`src/source/ex_pkg.sv`:
```
// Execute stage shared definitions

package ex_pkg;

    //////////////////////////////////////////////////
    // Widths
    //////////////////////////////////////////////////

    localparam int XLEN       = 32;  // Data word width
    localparam int REG_ADDR_W = 5;   // GPR address width
    localparam int SHAMT_W    = 5;   // Shift amount, low bits of operand 1
    localparam int EXP_CODE_W = 3;   // Exception code width

    //////////////////////////////////////////////////
    // Operation encodings
    //////////////////////////////////////////////////

    // RV32I register-register ALU ops
    typedef enum logic [3:0] {
        ALU_ADD  = 4'd0,
        ALU_SUB  = 4'd1,
        ALU_AND  = 4'd2,
        ALU_OR   = 4'd3,
        ALU_XOR  = 4'd4,
        ALU_SLL  = 4'd5,
        ALU_SRL  = 4'd6,
        ALU_SRA  = 4'd7,
        ALU_SLT  = 4'd8,
        ALU_SLTU = 4'd9
    } alu_op_e;

    // Branch conditions, NOP means no branch
    typedef enum logic [2:0] {
        CMP_NOP = 3'd0,
        CMP_EQ  = 3'd1,
        CMP_NE  = 3'd2,
        CMP_LT  = 3'd3,
        CMP_GE  = 3'd4,
        CMP_LTU = 3'd5,
        CMP_GEU = 3'd6
    } cmp_op_e;

    // Memory access type, carried to MEM
    typedef enum logic [2:0] {
        MEM_NOP = 3'd0,
        MEM_LW  = 3'd1,
        MEM_LH  = 3'd2,
        MEM_LB  = 3'd3,
        MEM_SW  = 3'd4
    } mem_op_e;

    // Write-back value source
    typedef enum logic [1:0] {
        SEL_ALU  = 2'd0,  // ALU result
        SEL_CMP  = 2'd1,  // Condition flag, zero-extended
        SEL_LINK = 2'd2   // Return address pc + 4
    } out_sel_e;

    typedef logic [EXP_CODE_W-1:0] exp_code_t;  // Passed through untouched

    localparam exp_code_t EXP_NONE = '0;  // No exception

    //////////////////////////////////////////////////
    // Stage payloads
    //////////////////////////////////////////////////

    typedef struct packed {
        logic                  valid;        // Real instruction
        logic [XLEN-1:0]       pc;           // Instruction address
        alu_op_e               alu_op;
        logic [XLEN-1:0]       alu_in_0;
        logic [XLEN-1:0]       alu_in_1;
        cmp_op_e               cmp_op;
        logic [XLEN-1:0]       cmp_in_0;
        logic [XLEN-1:0]       cmp_in_1;
        logic                  jump_taken;   // Unconditional jump
        logic                  is_jalr;      // Target bit 0 cleared
        mem_op_e               mem_op;
        logic [XLEN-1:0]       mem_wr_data;  // Store data
        logic [REG_ADDR_W-1:0] rd_addr;      // Destination register
        logic                  gpr_we;       // GPR write enable
        out_sel_e              out_sel;
        exp_code_t             exp_code;
    } id_ex_t;

    typedef struct packed {
        logic                  valid;
        logic [XLEN-1:0]       result;       // Write-back or address value
        mem_op_e               mem_op;
        logic [XLEN-1:0]       mem_wr_data;
        logic [REG_ADDR_W-1:0] rd_addr;
        logic                  gpr_we;
        exp_code_t             exp_code;
    } ex_mem_t;

    // Empty slot in ID/EX
    localparam id_ex_t ID_EX_BUBBLE = '{
        valid:       1'b0,
        pc:          '0,
        alu_op:      ALU_ADD,
        alu_in_0:    '0,
        alu_in_1:    '0,
        cmp_op:      CMP_NOP,  // Keeps redirect low
        cmp_in_0:    '0,
        cmp_in_1:    '0,
        jump_taken:  1'b0,
        is_jalr:     1'b0,
        mem_op:      MEM_NOP,
        mem_wr_data: '0,
        rd_addr:     '0,
        gpr_we:      1'b0,
        out_sel:     SEL_ALU,
        exp_code:    EXP_NONE
    };

    // Empty slot in EX/MEM
    localparam ex_mem_t EX_MEM_BUBBLE = '{
        valid:       1'b0,
        result:      '0,
        mem_op:      MEM_NOP,
        mem_wr_data: '0,
        rd_addr:     '0,
        gpr_we:      1'b0,
        exp_code:    EXP_NONE
    };

endpackage

```
`src/source/stage_reg.sv`:
```
// Pipeline stage register
`timescale 1ns/10ps

module stage_reg #(
    parameter type      payload_t   = logic [31:0],  // Carried payload
    parameter payload_t RESET_VALUE = '0             // Reset and bubble value
) (
    input  logic     clk,     // Core clock
    input  logic     arst_n,  // Async reset, active low
    input  logic     stall,   // Freeze stage
    input  logic     flush,   // Insert bubble
    input  payload_t d,       // Next payload
    output payload_t q        // Registered payload
);

    //////////////////////////////////////////////////
    // Next value
    //////////////////////////////////////////////////

    payload_t load_val;  // Value taken on an unstalled edge

    always_comb begin
        if (flush) begin
            load_val = RESET_VALUE;  // Squash incoming item
        end else begin
            load_val = d;
        end
    end

    //////////////////////////////////////////////////
    // Register
    //////////////////////////////////////////////////

    always_ff @(posedge clk or negedge arst_n) begin
        if (!arst_n) begin
            q <= RESET_VALUE;  // Start empty
        end else if (!stall) begin
            q <= load_val;
        end
        // Stall keeps q as is
    end

endmodule

```
`src/source/alu_unit.sv`:
```
// Integer ALU
`timescale 1ns/10ps

module alu_unit (
    input  ex_pkg::alu_op_e         op,      // Operation
    input  logic [ex_pkg::XLEN-1:0] in_0,    // Operand 0, rs1 or pc
    input  logic [ex_pkg::XLEN-1:0] in_1,    // Operand 1, rs2 or imm
    output logic [ex_pkg::XLEN-1:0] result   // Combinational result
);
    import ex_pkg::*;

    //////////////////////////////////////////////////
    // Shared adder
    //////////////////////////////////////////////////

    logic            is_sub;    // Subtract select
    logic [XLEN-1:0] add_b;     // Second adder input
    logic [XLEN-1:0] sum;       // in_0 +/- in_1
    logic [SHAMT_W-1:0] shamt;  // Low five bits of in_1
    logic            lt_s;      // Signed less-than
    logic            lt_u;      // Unsigned less-than

    assign is_sub = (op == ALU_SUB);
    assign add_b  = is_sub ? ~in_1 : in_1;              // Two's complement
    assign sum    = in_0 + add_b + XLEN'(is_sub);        // Carry in on SUB

    assign shamt  = in_1[SHAMT_W-1:0];

    assign lt_s   = ($signed(in_0) < $signed(in_1));
    assign lt_u   = (in_0 < in_1);

    //////////////////////////////////////////////////
    // Result mux
    //////////////////////////////////////////////////

    always_comb begin
        case (op)
            ALU_ADD,
            ALU_SUB: begin
                result = sum;
            end
            ALU_AND: begin
                result = in_0 & in_1;
            end
            ALU_OR: begin
                result = in_0 | in_1;
            end
            ALU_XOR: begin
                result = in_0 ^ in_1;
            end
            ALU_SLL: begin
                result = in_0 << shamt;
            end
            ALU_SRL: begin
                result = in_0 >> shamt;               // Zero fill
            end
            ALU_SRA: begin
                result = $signed(in_0) >>> shamt;     // Sign fill
            end
            ALU_SLT: begin
                result = XLEN'(lt_s);                 // 1 or 0
            end
            ALU_SLTU: begin
                result = XLEN'(lt_u);
            end
            default: begin
                result = '0;                          // Unused encodings
            end
        endcase
    end

endmodule

```
`src/source/cmp_unit.sv`:
```
// Branch condition comparator
`timescale 1ns/10ps

module cmp_unit (
    input  ex_pkg::cmp_op_e         op,         // Branch condition
    input  logic [ex_pkg::XLEN-1:0] in_0,       // rs1 value
    input  logic [ex_pkg::XLEN-1:0] in_1,       // rs2 value
    output logic                    cond_true   // Condition holds
);
    import ex_pkg::*;

    //////////////////////////////////////////////////
    // Shared subtractor
    //////////////////////////////////////////////////

    logic [XLEN:0] diff;  // Extra bit catches the borrow
    logic          eq;    // Operands equal
    logic          lt_u;  // Unsigned less-than
    logic          lt_s;  // Signed less-than

    assign diff = {1'b0, in_0} - {1'b0, in_1};
    assign eq   = (diff[XLEN-1:0] == '0);         // Zero difference
    assign lt_u = diff[XLEN];                     // Borrow out

    // Same signs follow the unsigned answer, different signs follow in_0
    assign lt_s = (in_0[XLEN-1] != in_1[XLEN-1]) ? in_0[XLEN-1] : lt_u;

    //////////////////////////////////////////////////
    // Condition select
    //////////////////////////////////////////////////

    always_comb begin
        case (op)
            CMP_EQ:  cond_true = eq;
            CMP_NE:  cond_true = !eq;
            CMP_LT:  cond_true = lt_s;
            CMP_GE:  cond_true = !lt_s;
            CMP_LTU: cond_true = lt_u;
            CMP_GEU: cond_true = !lt_u;
            default: cond_true = 1'b0;            // CMP_NOP means no branch
        endcase
    end

endmodule

```
`src/source/ex_combine.sv`:
```
// Execute result combiner
`timescale 1ns/10ps

module ex_combine (
    input  ex_pkg::id_ex_t          id_ex,        // Current EX instruction
    input  logic [ex_pkg::XLEN-1:0] alu_result,   // From ALU
    input  logic                    cond_true,    // From comparator
    output ex_pkg::ex_mem_t         ex_next,      // Into EX/MEM register
    output logic                    redirect,     // Fetch redirect request
    output logic [ex_pkg::XLEN-1:0] redirect_pc   // Redirect target
);
    import ex_pkg::*;

    //////////////////////////////////////////////////
    // Write-back value
    //////////////////////////////////////////////////

    logic [XLEN-1:0] link_addr;  // Return address
    logic [XLEN-1:0] cmp_word;   // Flag as a full word
    logic [XLEN-1:0] result;     // Selected value

    assign link_addr = id_ex.pc + XLEN'(4);
    assign cmp_word  = XLEN'(cond_true);  // Zero-extended

    always_comb begin
        case (id_ex.out_sel)
            SEL_ALU:  result = alu_result;
            SEL_CMP:  result = cmp_word;
            SEL_LINK: result = link_addr;   // JAL and JALR
            default:  result = alu_result;
        endcase
    end

    //////////////////////////////////////////////////
    // EX/MEM payload
    //////////////////////////////////////////////////

    always_comb begin
        ex_next             = EX_MEM_BUBBLE;
        ex_next.valid       = id_ex.valid;
        ex_next.result      = result;                     // Also load/store address
        ex_next.mem_op      = id_ex.mem_op;
        ex_next.mem_wr_data = id_ex.mem_wr_data;          // Store data
        ex_next.rd_addr     = id_ex.rd_addr;
        ex_next.gpr_we      = id_ex.valid & id_ex.gpr_we; // No write from bubbles
        ex_next.exp_code    = id_ex.exp_code;             // Pass through
    end

    //////////////////////////////////////////////////
    // Redirect
    //////////////////////////////////////////////////

    logic take;  // Jump or branch taken

    assign take     = id_ex.jump_taken | cond_true;
    assign redirect = id_ex.valid & take;

    // ALU computes the target, JALR drops bit 0
    assign redirect_pc = {alu_result[XLEN-1:1], alu_result[0] & ~id_ex.is_jalr};

endmodule

```
`src/source/ex_stage_top.sv`:
```
// Execute stage top level
`timescale 1ns/10ps

module ex_stage_top (
    input  logic                    clk,          // Core clock
    input  logic                    arst_n,       // Async reset, active low
    input  ex_pkg::id_ex_t          id_in,        // Decoded instruction
    input  logic                    stall,        // Freeze both registers
    input  logic                    flush,        // Bubble into ID/EX
    output ex_pkg::ex_mem_t         ex_out,       // To memory stage
    output logic                    redirect,     // Taken jump or branch
    output logic [ex_pkg::XLEN-1:0] redirect_pc   // Target address
);
    import ex_pkg::*;

    id_ex_t          id_ex;       // ID/EX register output
    logic [XLEN-1:0] alu_result;  // ALU output
    logic            cond_true;   // Comparator output
    ex_mem_t         ex_next;     // Combined EX result

    //////////////////////////////////////////////////
    // ID/EX register
    //////////////////////////////////////////////////

    stage_reg #(
        .payload_t   (id_ex_t),
        .RESET_VALUE (ID_EX_BUBBLE)
    ) i_id_ex_reg (
        .clk    (clk),
        .arst_n (arst_n),
        .stall  (stall),
        .flush  (flush),
        .d      (id_in),
        .q      (id_ex)
    );

    //////////////////////////////////////////////////
    // Parallel units
    //////////////////////////////////////////////////

    alu_unit i_alu (
        .op     (id_ex.alu_op),
        .in_0   (id_ex.alu_in_0),
        .in_1   (id_ex.alu_in_1),
        .result (alu_result)
    );

    cmp_unit i_cmp (
        .op        (id_ex.cmp_op),
        .in_0      (id_ex.cmp_in_0),
        .in_1      (id_ex.cmp_in_1),
        .cond_true (cond_true)
    );

    ex_combine i_combine (
        .id_ex       (id_ex),
        .alu_result  (alu_result),
        .cond_true   (cond_true),
        .ex_next     (ex_next),
        .redirect    (redirect),      // Straight out, not registered
        .redirect_pc (redirect_pc)
    );

    //////////////////////////////////////////////////
    // EX/MEM register
    //////////////////////////////////////////////////

    stage_reg #(
        .payload_t   (ex_mem_t),
        .RESET_VALUE (EX_MEM_BUBBLE)
    ) i_ex_mem_reg (
        .clk    (clk),
        .arst_n (arst_n),
        .stall  (stall),
        .flush  (1'b0),               // Flush acts on ID/EX only
        .d      (ex_next),
        .q      (ex_out)
    );

endmodule

```
`config.mk`:
```
export PLATFORM = sky130hd
export DESIGN_NAME = ex_stage_top
export DESIGN_NICKNAME = d
export VERILOG_FILES = /design/src/source/ex_pkg.sv /design/src/source/stage_reg.sv /design/src/source/alu_unit.sv /design/src/source/cmp_unit.sv /design/src/source/ex_combine.sv /design/src/source/ex_stage_top.sv
export SDC_FILE = /design/constraint.sdc
export NUM_CORES = 1
export LEC_CHECK = 0
export BUFFER_PORTS_ARGS = -buffer_cell sky130_fd_sc_hd__buf_2
export CAP_MARGIN = 15
export CORE_AREA = 2 2 266 268
export CTS_CLUSTER_SIZE = 10
export DETAILED_ROUTE_END_ITERATION = 10
export DIE_AREA = 0 0 268 270
export REMOVE_ABC_BUFFERS = 1
export SYNTH_ARGS = -nofsm -noshare
export SYNTH_HDL_FRONTEND = slang
export SYNTH_SLANG_ARGS = --single-unit
export TNS_END_PERCENT = 30
```
`constraint.sdc`:
```
create_clock -name clk -period 7.65 [get_ports clk]
set_input_delay 0.765 -clock clk [delete_from_list [all_inputs] [get_ports clk]]
set_output_delay 0.765 -clock clk [all_outputs]
set_load 0.03 [all_outputs]
```
# Word-level counts from Yosys, hierarchy flattened
# Cells that the tools add are included.
op_classes:
  add_sub_neg: 4
  magnitude_cmp: 2
  n_eq_ne: 18
  shifts: 3
  n_mux: 6
  n_bitwise: 9
  reduce_logical: 6
ops:
  columns: ["op", "n"]
  rows:
  - ["$pmux 32 s9", 1]
  - ["$mux 216", 1]
  - ["$lt 32x32->1", 2]
  - ["$pmux 32 s2", 1]
  - ["$sub 32x32->33", 1]
  - ["$add 32x1->32", 1]
  - ["$add 32x3->32 const B", 1]
  - ["$add 32x32->32", 1]
  - ["$and 32x32->32", 1]
  - ["$logic_not 32->1", 1]
  - ["$mux 32", 1]
  - ["$not 32->32", 1]
  - ["$or 32x32->32", 1]
  - ["$shl 32x5->32", 1]
  - ["$shr 32x5->32", 1]
  - ["$sshr 32x5->32", 1]
  - ["$xor 32x32->32", 1]
  - ["$eq 4x3->1 const B", 4]
  - ["$eq 3x3->1 const B", 3]
  - ["$eq 4x2->1 const B", 2]
  - ["$eq 4x4->1 const B", 2]
  - ["$eq 3x2->1 const B", 2]
  - ["$pmux 1 s6", 1]
  - ["$eq 4x1->1 const B", 1]
  - ["11 further kinds", 15]
totals:
  regBits: 293
  input_bits: 220
  output_inout_bits: 110
  wordCells: 71

# Depth between registers and ports, before layout
# Gate-level depths: netlist (run 1).
logic_depth:
  depth_word: 6
  depth_mapped: 17
  depth_no_buf: 15

# Cells and area by module
# From an unflattened synthesis (run 1), not the netlist that was laid out.
unflattened:
  cells_unflattened: 3003
  hier_area_um2: 24801.3
modules_own_cells:
  columns: ["mod", "n_inst", "cells_each", "area_each_um2", "seq_area_each_um2"]
  rows:
  - ["stage_reg at i_id_ex_reg", 1, 935, 9171.3, 5405.2]
  - ["alu_unit", 1, 1090, 7892.6, 0.0]
  - ["stage_reg at i_ex_mem_reg", 1, 332, 3608.5, 1926.8]
  - ["cmp_unit", 1, 390, 2486.1, 0.0]
  - ["ex_combine", 1, 255, 1639.1, 0.0]
  - ["ex_stage_top", 1, 1, 3.8, 0.0]

# Worst setup path before layout (run 1)
# Ideal clock, no wire load.
synth_path:
  path_kind: "register -> output"
  startpoint: "register i_id_ex_reg.q[179] (netlist bit)"
  endpoint: "output port redirect_pc[24] (netlist bit)"
  t_arrival_ps: 4149
  required_ps: 6885
  path_slack_ps: 2736
  stages_incl_launch_ff: 17
  cell_sequence: "dfrtp_1 clkbuf_1 nor4b_2 buf_1 xnor2_1 inv_1 fa_1 nor2b_1 o21a_1 o21ai_1 a21oi_1 o21ai_1 a211oi_1 o21a_1 a21boi_0 xnor2_1 o21ai_0"
synth_via:
  elab_chain_cells: 5
  elab_cells_between_ends: 15
  classes_between: "2 x add/sub; 9 x eq/ne; 2 x mux; 2 x reduce/logical"
synth_lines:
  columns: ["element", "line", "source"]
  rows:
  - ["from (decl)", "stage_reg.sv:13", "output payload_t q"]
  - ["from (signal assigned)", "stage_reg.sv:38", "q <= load_val;"]
  - ["$eq 4x1->1", "alu_unit.sv:23, alu_unit.sv:37", null]
  - ["$mux 32", "alu_unit.sv:24", "assign add_b = is_sub ? ~in_1 : in_1;"]
  - ["$add 32x32->32", "alu_unit.sv:25", "assign sum = in_0 + add_b + XLEN'(is_sub);"]
  - ["$add 32x1->32", "alu_unit.sv:25", null]
  - ["$pmux 32 s9 (*)", "alu_unit.sv:37", "case (op)"]
  - ["to (decl)", "ex_stage_top.sv:12", "output logic [ex_pkg::XLEN-1:0] redirect_pc"]
# Mark *: on every way between the ends. The rest lies on a longest branch, timed or not.

# Worst setup path in the final report (run 1)
layout_path:
  startpoint: "register i_id_ex_reg.q[180] (netlist bit)"
  endpoint: "output port redirect_pc[24] (netlist bit)"
# The elaborated chain is that of the path after synthesis.

==> flow_metrics.tcl, run 1 <==
set metrics [dict create \
    yosysUniqueCellTypes 90 \
    synth_area_sq_um 22800 \
    synth_edf_count 0 \
    startpoint_type "flop" \
    io_pins 330 \
    synth_top_area_share_pct 32.2 \
    drc 0 \
    nFillCells 7141 \
    ctsResizeCount 0 \
    grt_max_degree 145 \
    port_buffers 329 \
    worst_slew_pin_slew_ns 1.21 \
    ys.flop_type "dfrtp_1" \
    clockBufferDepth 3 \
    clk_pin_slew_worst_paths_ns 0.06 \
    post_cts_buffers 0 \
    arrival_ns 5.53 \
    min_path_type "primary input to asynchronous set/reset pin" \
    fmax_mhz 159 \
    cts_buffers 39 \
    cap_violations 0 \
    cts_tree "done" \
    finalCritPeriodShare_pct 82.3 \
    syn2layout_area_growth_pct 16.2 \
    rows 97 \
    seq_area_frac_synth_pct 32.2 \
    clock_sinks 293 \
    tns_ns 0 \
    core_sq_um 69500 \
    powerDensity_nw_per_um2 216 \
    fin_skew_ns 0.0229 \
    start_util_pct 32.8 \
    synth.area.top_cells "dfrtp_1 32%, ha_1 8.9%, o21ai_0 7.4%, mux4_2 5.3%, nand2_1 4.7%" \
    required_ns 6.88 \
    fin_crit_ns 6.30 \
    hpwl_microns 64900 \
    wl_per_cell_microns 22.6 \
    rsz0062_at_grt "false" \
    vias 21200 \
    htreeDepth 2 \
    grt-ovfl-total 0 \
    drt-met1-wl_microns 35700 \
    grt_pass1_vias 20800 \
    ir_drop_mv 0.139 \
    finalInstanceArea_sq_um 26500 \
    relSlewSlack_pct 18.5 \
    synth_cells 2658 \
    dieArea_sq_um 72400 \
    track_usage_pct 23.7 \
    finalHoldViolCount 0 \
    syn_area_per_cell_sq_um 8.57 \
    fin_nets 3271 \
    p_leak_uw 0.0118 \
    placed_area_sq_um 25200 \
    setup-violations-final 0 \
    yosys.area.top_type "dfrtp_1" \
    wl_microns 87100 \
    grt_pass1_wl_microns 132000 \
    ys_ff_latch 293 \
    initialDrtViolationCount 2086 \
    drtAntennaViolNets 0 \
    drt_first_pass_iters 5 \
    holdBufCountCts 0 \
    via_per_inst 5.51 \
    ys_async_sr_fraction_pct 100 \
    end_kind "output pin" \
    clk_latency_ns 0.59 \
    fp.dieH_microns 270 \
    cts.root.buffer_cell "clkbuf_16" \
    antenna_found_initial 16 \
    cp_max_fo 15 \
    gp_congestion 1.05 \
    criticalPathCategory "flop to output pin" \
    wl_met3_microns 7710 \
    top_layer_used "met5" \
    layout-drive-gt1-share_pct 19.4 \
    status "finished, final reports clean" \
    die_w_microns 268 \
    met2_length_microns 40000 \
    slew_viol_final 0 \
    ys_warn_count 0 \
]
per-stage QoR:
step / power [uW] / utilization (%) / setup slack (ns) / hold WS (ns) / cells
final: 5710 / 38.1 / 1.35 / 0.217 / 3849
after global routing: 5990 / 38.1 / 1.10 / 0.268 / 3848
after CTS: 5740 / 38.1 / 1.56 / 0.239 / 3848
after detailed placement: 3900 / 36.3 / 2.22 / 0.468 / 3786
after global placement: 3900 / 36.3 / 2.22 / 0.463 / 3786
after floorplan: 3140 / - / 0.856 / 0.447 / 2481
power breakdown:
group,leakage (uW),total [uW],switching (uW),internal [uW]
Combinational,0.00740,2040,1330,710
Clock,0.000599,1800,765,1040
Sequential,0.00380,1870,163,1700
Total,0.0118,5710,2260,3450
worst max-delay path, stage by stage, from the launching register on:
cell,delay [ns]
dfrtp_1,0.57
nor4b_4,0.65
buf_4,0.39
xnor2_1,0.12
ha_1,0.35
o21ai_0,0.12
a21oi_1,0.21
nand3_1,0.12
a21oi_1,0.15
o21ai_1,0.11
a211oi_1,0.56
o21a_1,0.28
a21boi_0,0.12
xnor2_1,0.15
o21ai_0,0.68
buf_2,0.34
Yosys cell counts (13+ instances only):
cell	n
nor2b_1	14
nand4_1	18
nand2_1	283
nor2_1	179
o21bai_1	20
buf_1	19
nor3_1	31
a211oi_1	13
mux2i_1	35
nand3b_1	104
a21oi_1	149
a22oi_1	18
o211ai_1	25
xor2_1	20
and3_1	16
mux4_2	54
a21o_1	25
o22ai_1	15
inv_1	148
clkbuf_1	140
xnor2_1	64
a221oi_1	36
nand2b_1	130
ha_1	162
o21a_1	13
dfrtp_1	293
nand3_1	46
o21ai_0	335
mux2_2	55
layer usage:
layer | global-route usage (%) | vias to the layer above
met5 | 0 | -
met4 | 9.26 | 24
met3 | 5.11 | 195
met2 | 37.9 | 984
met1 | 31.2 | 10100
li1 | - | 9945
area by class of cell:
type	instances	area (sq um)	area share, %
clock inverter	10	146	0.553
sequential	293	7340	27.7
inverter	150	568	2.15
antenna	1	2.50	0.00945
timing repair buffer	365	1950	7.37
multi-input combinational	2038	14200	53.7
clock buffer	52	1080	4.10
tap	940	1180	4.44
logic make-up after synthesis:
family | after synthesis | synth area share (%)
AND/OR/NAND/NOR | 876 | 19.5
XOR/XNOR | 84 | 3.23
AO/OA/AOI/OAI | 769 | 20.7
multiplexers | 145 | 9.66
adder cells (fa/ha/maj) | 164 | 9.07
flip-flops | 293 | 32.2
buffers and inverters | 327 | 5.64
state kept, by name, summed over array words and instances (netlist names):
name,cells
i_id_ex_reg.q,216
i_ex_mem_reg.q,77
layout by cell type (no fill, tap or decap), types with 36 or more instances in the layout:
cell type,count
nand3b_1,104
nor2_1,179
o21ai_0,335
buf_2,326
clkbuf_16,39
inv_1,147
mux2_2,55
xnor2_1,64
nand2b_1,130
ha_1,162
mux4_2,54
dfrtp_1,289
nand2_1,283
buf_4,36
a21oi_1,149
a221oi_1,36
nand3_1,45
worst paths after layout:
kind	start	end	slack [ns]	cells past startpoint
setup / recovery	i_id_ex_reg.q[180]$_DFFE_PN0N_	redirect_pc[24]	1.35	15
hold / removal	arst_n	i_id_ex_reg.q[121]$_DFFE_PN0N_	0.22	1
setup reg to reg	i_id_ex_reg.q[180]$_DFFE_PN0N_	i_ex_mem_reg.q[65]$_DFFE_PN0N_	2.53	15
hold reg to reg	i_id_ex_reg.q[46]$_DFFE_PN0N_	i_id_ex_reg.q[46]$_DFFE_PN0N_	0.48	2
max in group asynchronous	arst_n	i_ex_mem_reg.q[68]$_DFFE_PN0N_	6.09	2
min in group clk	id_in[138]	i_id_ex_reg.q[138]$_DFFE_PN0N_	0.40	3
Note: power is estimated with default switching activity, not from simulation.
==> inputs of run 2 (changes only) <==
Clock period 7.65 ns to 6.5 ns, I/O delays scaled along.
==> run 2 against run 1 <==
Power rose by 18%. Combinational power rose by 19%. Clock power rose by 17%. Utilization barely moved. Non-clock buffer count rose by 4. Sequential power rose by 17%. Via count fell by 0.38%. First-iteration DRC count fell by 0.53%. Clock skew rose by 0.0084 ns. Die area did not move. Critical endpoint is now redirect_pc[21].
==> flow_metrics.tcl, run 2 (same netlist as run 1, synthesis figures left out) <==
set metrics [dict create \
    clock_sinks 293 \
    antenna_found_initial 13 \
    htreeDepth 2 \
    startpoint_type "flop" \
    reg2reg_to "i_ex_mem_reg.q[65]$_DFFE_PN0N_" \
    dieArea_sq_um 72400 \
    layout-drive-gt1-share_pct 19.4 \
    finalNonFillerCells 3852 \
    io_pins 330 \
    cts.root.buffer_cell "clkbuf_16" \
    reg.largest.list "i_id_ex_reg.q x216, i_ex_mem_reg.q x77" \
    relSlewSlack_pct 25.2 \
    post_cts_buffers 0 \
    place_inst 3790 \
    finalCritPeriodShare_pct 88.0 \
    port_buffers 329 \
    powerDensity_nw_per_um2 254 \
    arrival_ns 5.07 \
    min_path_type "primary input to asynchronous set/reset pin" \
    slew_viol_final 0 \
    p_leak_uw 0.0118 \
    final_common_cell "o21ai_0" \
    track_usage_pct 24.1 \
    crit_end "redirect_pc[21]" \
    grt_pass1_vias 21000 \
    cp_max_fo 32 \
    grt_max_degree 162 \
    cap_violations 0 \
    finalHoldViolCount 0 \
    worstRegToRegCells 15 \
    criticalPathCategory "flop to output pin" \
    startpoint "i_id_ex_reg.q[180]$_DFFE_PN0N_" \
    grt_pass1_wl_microns 133000 \
    drc 0 \
    hpwl_microns 65400 \
    vias 21100 \
    cp_common_cell "a21o_1" \
    r2r_slack_ns 1.69 \
    fin_skew_ns 0.0313 \
    setup-violations-final 0 \
    syn2layout_area_growth_pct 16.3 \
    fin_crit_ns 5.72 \
    r2r-start "i_id_ex_reg.q[180]$_DFFE_PN0N_" \
    worst_slew_pin_slew_ns 1.11 \
    rsz0062_at_grt "false" \
    most-common-layout-cells "335 x o21ai_0, 326 x buf_2, 289 x dfrtp_1" \
    cpPeakStageDelay_ns 0.58 \
    fmax_mhz 175 \
    clk_pin_slew_worst_paths_ns 0.06 \
    via_per_inst 5.49 \
    ctsResizeCount 0 \
    largest-register "i_id_ex_reg.q" \
    clk_latency_ns 0.60 \
    cpMaxStageDelayCell "dfrtp_1" \
    clockBufferDepth 3 \
    cts_tree "done" \
    grt-ovfl-total 0 \
    wl_per_cell_microns 22.9 \
    largest_reg_flops 216 \
    fp.dieH_microns 270 \
    crit_chain "nor4b_4 -> buf_12 -> xnor2_1 -> ha_1 -> a21o_1 -> a21o_1 -> a21o_1 -> a21o_1 -> a221oi_1 -> o21ai_1 -> nand3_1 -> o22ai_1 -> a221o_1 -> buf_2" \
    drtAntennaViolNets 0 \
    end_kind "output pin" \
    fin_hold_ws_ns 0.000523 \
    status "finished, final reports clean" \
    fin_nets 3274 \
    ir_drop_mv 0.253 \
    die_w_microns 268 \
    required_ns 5.85 \
    start_util_pct 32.8 \
    core_sq_um 69500 \
    gp_congestion 0.991 \
    drt_first_pass_iters 6 \
    wl_microns 88200 \
    initialDrtViolationCount 2075 \
    rows 97 \
    cts_buffers 38 \
    holdBufCountCts 0 \
]
## run 2: changes by cell type in the layout (fill, tap and decap cells not counted)
| cell | before | now |
|---|---|---|
| buf_1 | 0 | 1 |
| buf_12 | 1 | 3 |
| buf_4 | 36 | 37 |
| bufinv_16 | 1 | 2 |
| clkbuf_16 | 39 | 38 |
| clkbuf_8 | 6 | 5 |
| clkinvlp_4 | 1 | 0 |
| diode_2 | 1 | 3 |
| inv_6 | 2 | 1 |
## run 2: per-layer routing
metal | track usage [%] | vias to the layer above | wire (microns)
met5 | 0 | - | 140
met4 | 7.26 | 22 | 2930
met3 | 5.48 | 167 | 7280
met2 | 39.6 | 856 | 41400
met1 | 31.3 | 10100 | 36500
li1 | - | 9955 | -
## run 2: worst max-delay path, delay by kind of cell (launching register included)
family	cells	cell delay, ns
compound gates	8	2.23
simple gates	2	0.64
flops	1	0.58
buf+inv	2	0.50
fa+ha+maj	1	0.31
xor+xnor	1	0.16
## run 2: final cells by class
cell class | instances | area, sq um
diodes | 3 | 7.51
clock buffers | 50 | 1050
flip-flops and latches | 293 | 7340
fillers | 7200 | 43000
repair buffers | 369 | 2000
multi-input cells | 2038 | 14200
clock inverters | 9 | 160
inverters | 150 | 568
well taps | 940 | 1180
## run 2: how the worst min path moves through the flow
stage / startpoint / to / slack [ns] / cells past startpoint
after global routing: arst_n / i_id_ex_reg.q[154]$_DFFE_PN0N_ / 0.03 / 1
after CTS: arst_n / i_id_ex_reg.q[165]$_DFFE_PN0N_ / 0.01 / 1
after detailed placement: i_ex_mem_reg.q[47]$_DFFE_PN0N_ / i_ex_mem_reg.q[47]$_DFFE_PN0N_ / 0.47 / 2
final: arst_n / i_id_ex_reg.q[154]$_DFFE_PN0N_ / 0.0005 / 1
after floorplan: arst_n / i_ex_mem_reg.q[0]$_DFFE_PN0N_ / 0.35 / 0
after global placement: i_ex_mem_reg.q[47]$_DFFE_PN0N_ / i_ex_mem_reg.q[47]$_DFFE_PN0N_ / 0.46 / 2
## run 2: per-stage QoR
stage	setup WS (ns)	power, uW	utilization [%]	TNS, ns	area (sq um)
2_1_floorplan	-0.179	3690	-	-0.182	22100
3_5_place_dp	1.44	4620	36.4	0	25300
5_1_grt	0.571	7090	38.1	0	26500
6_report	0.783	6730	38.1	0	26500
4_1_cts	0.783	6780	38.1	0	26500
3_3_place_gp	1.47	4620	36.4	0	25300
## run 2: report_power, final
part           total, uW  switching [uW]  internal, uW
Sequential          2180             178          2000
Clock               2110             896          1220
Combinational       2430            1590           846
Total               6730            2660          4070
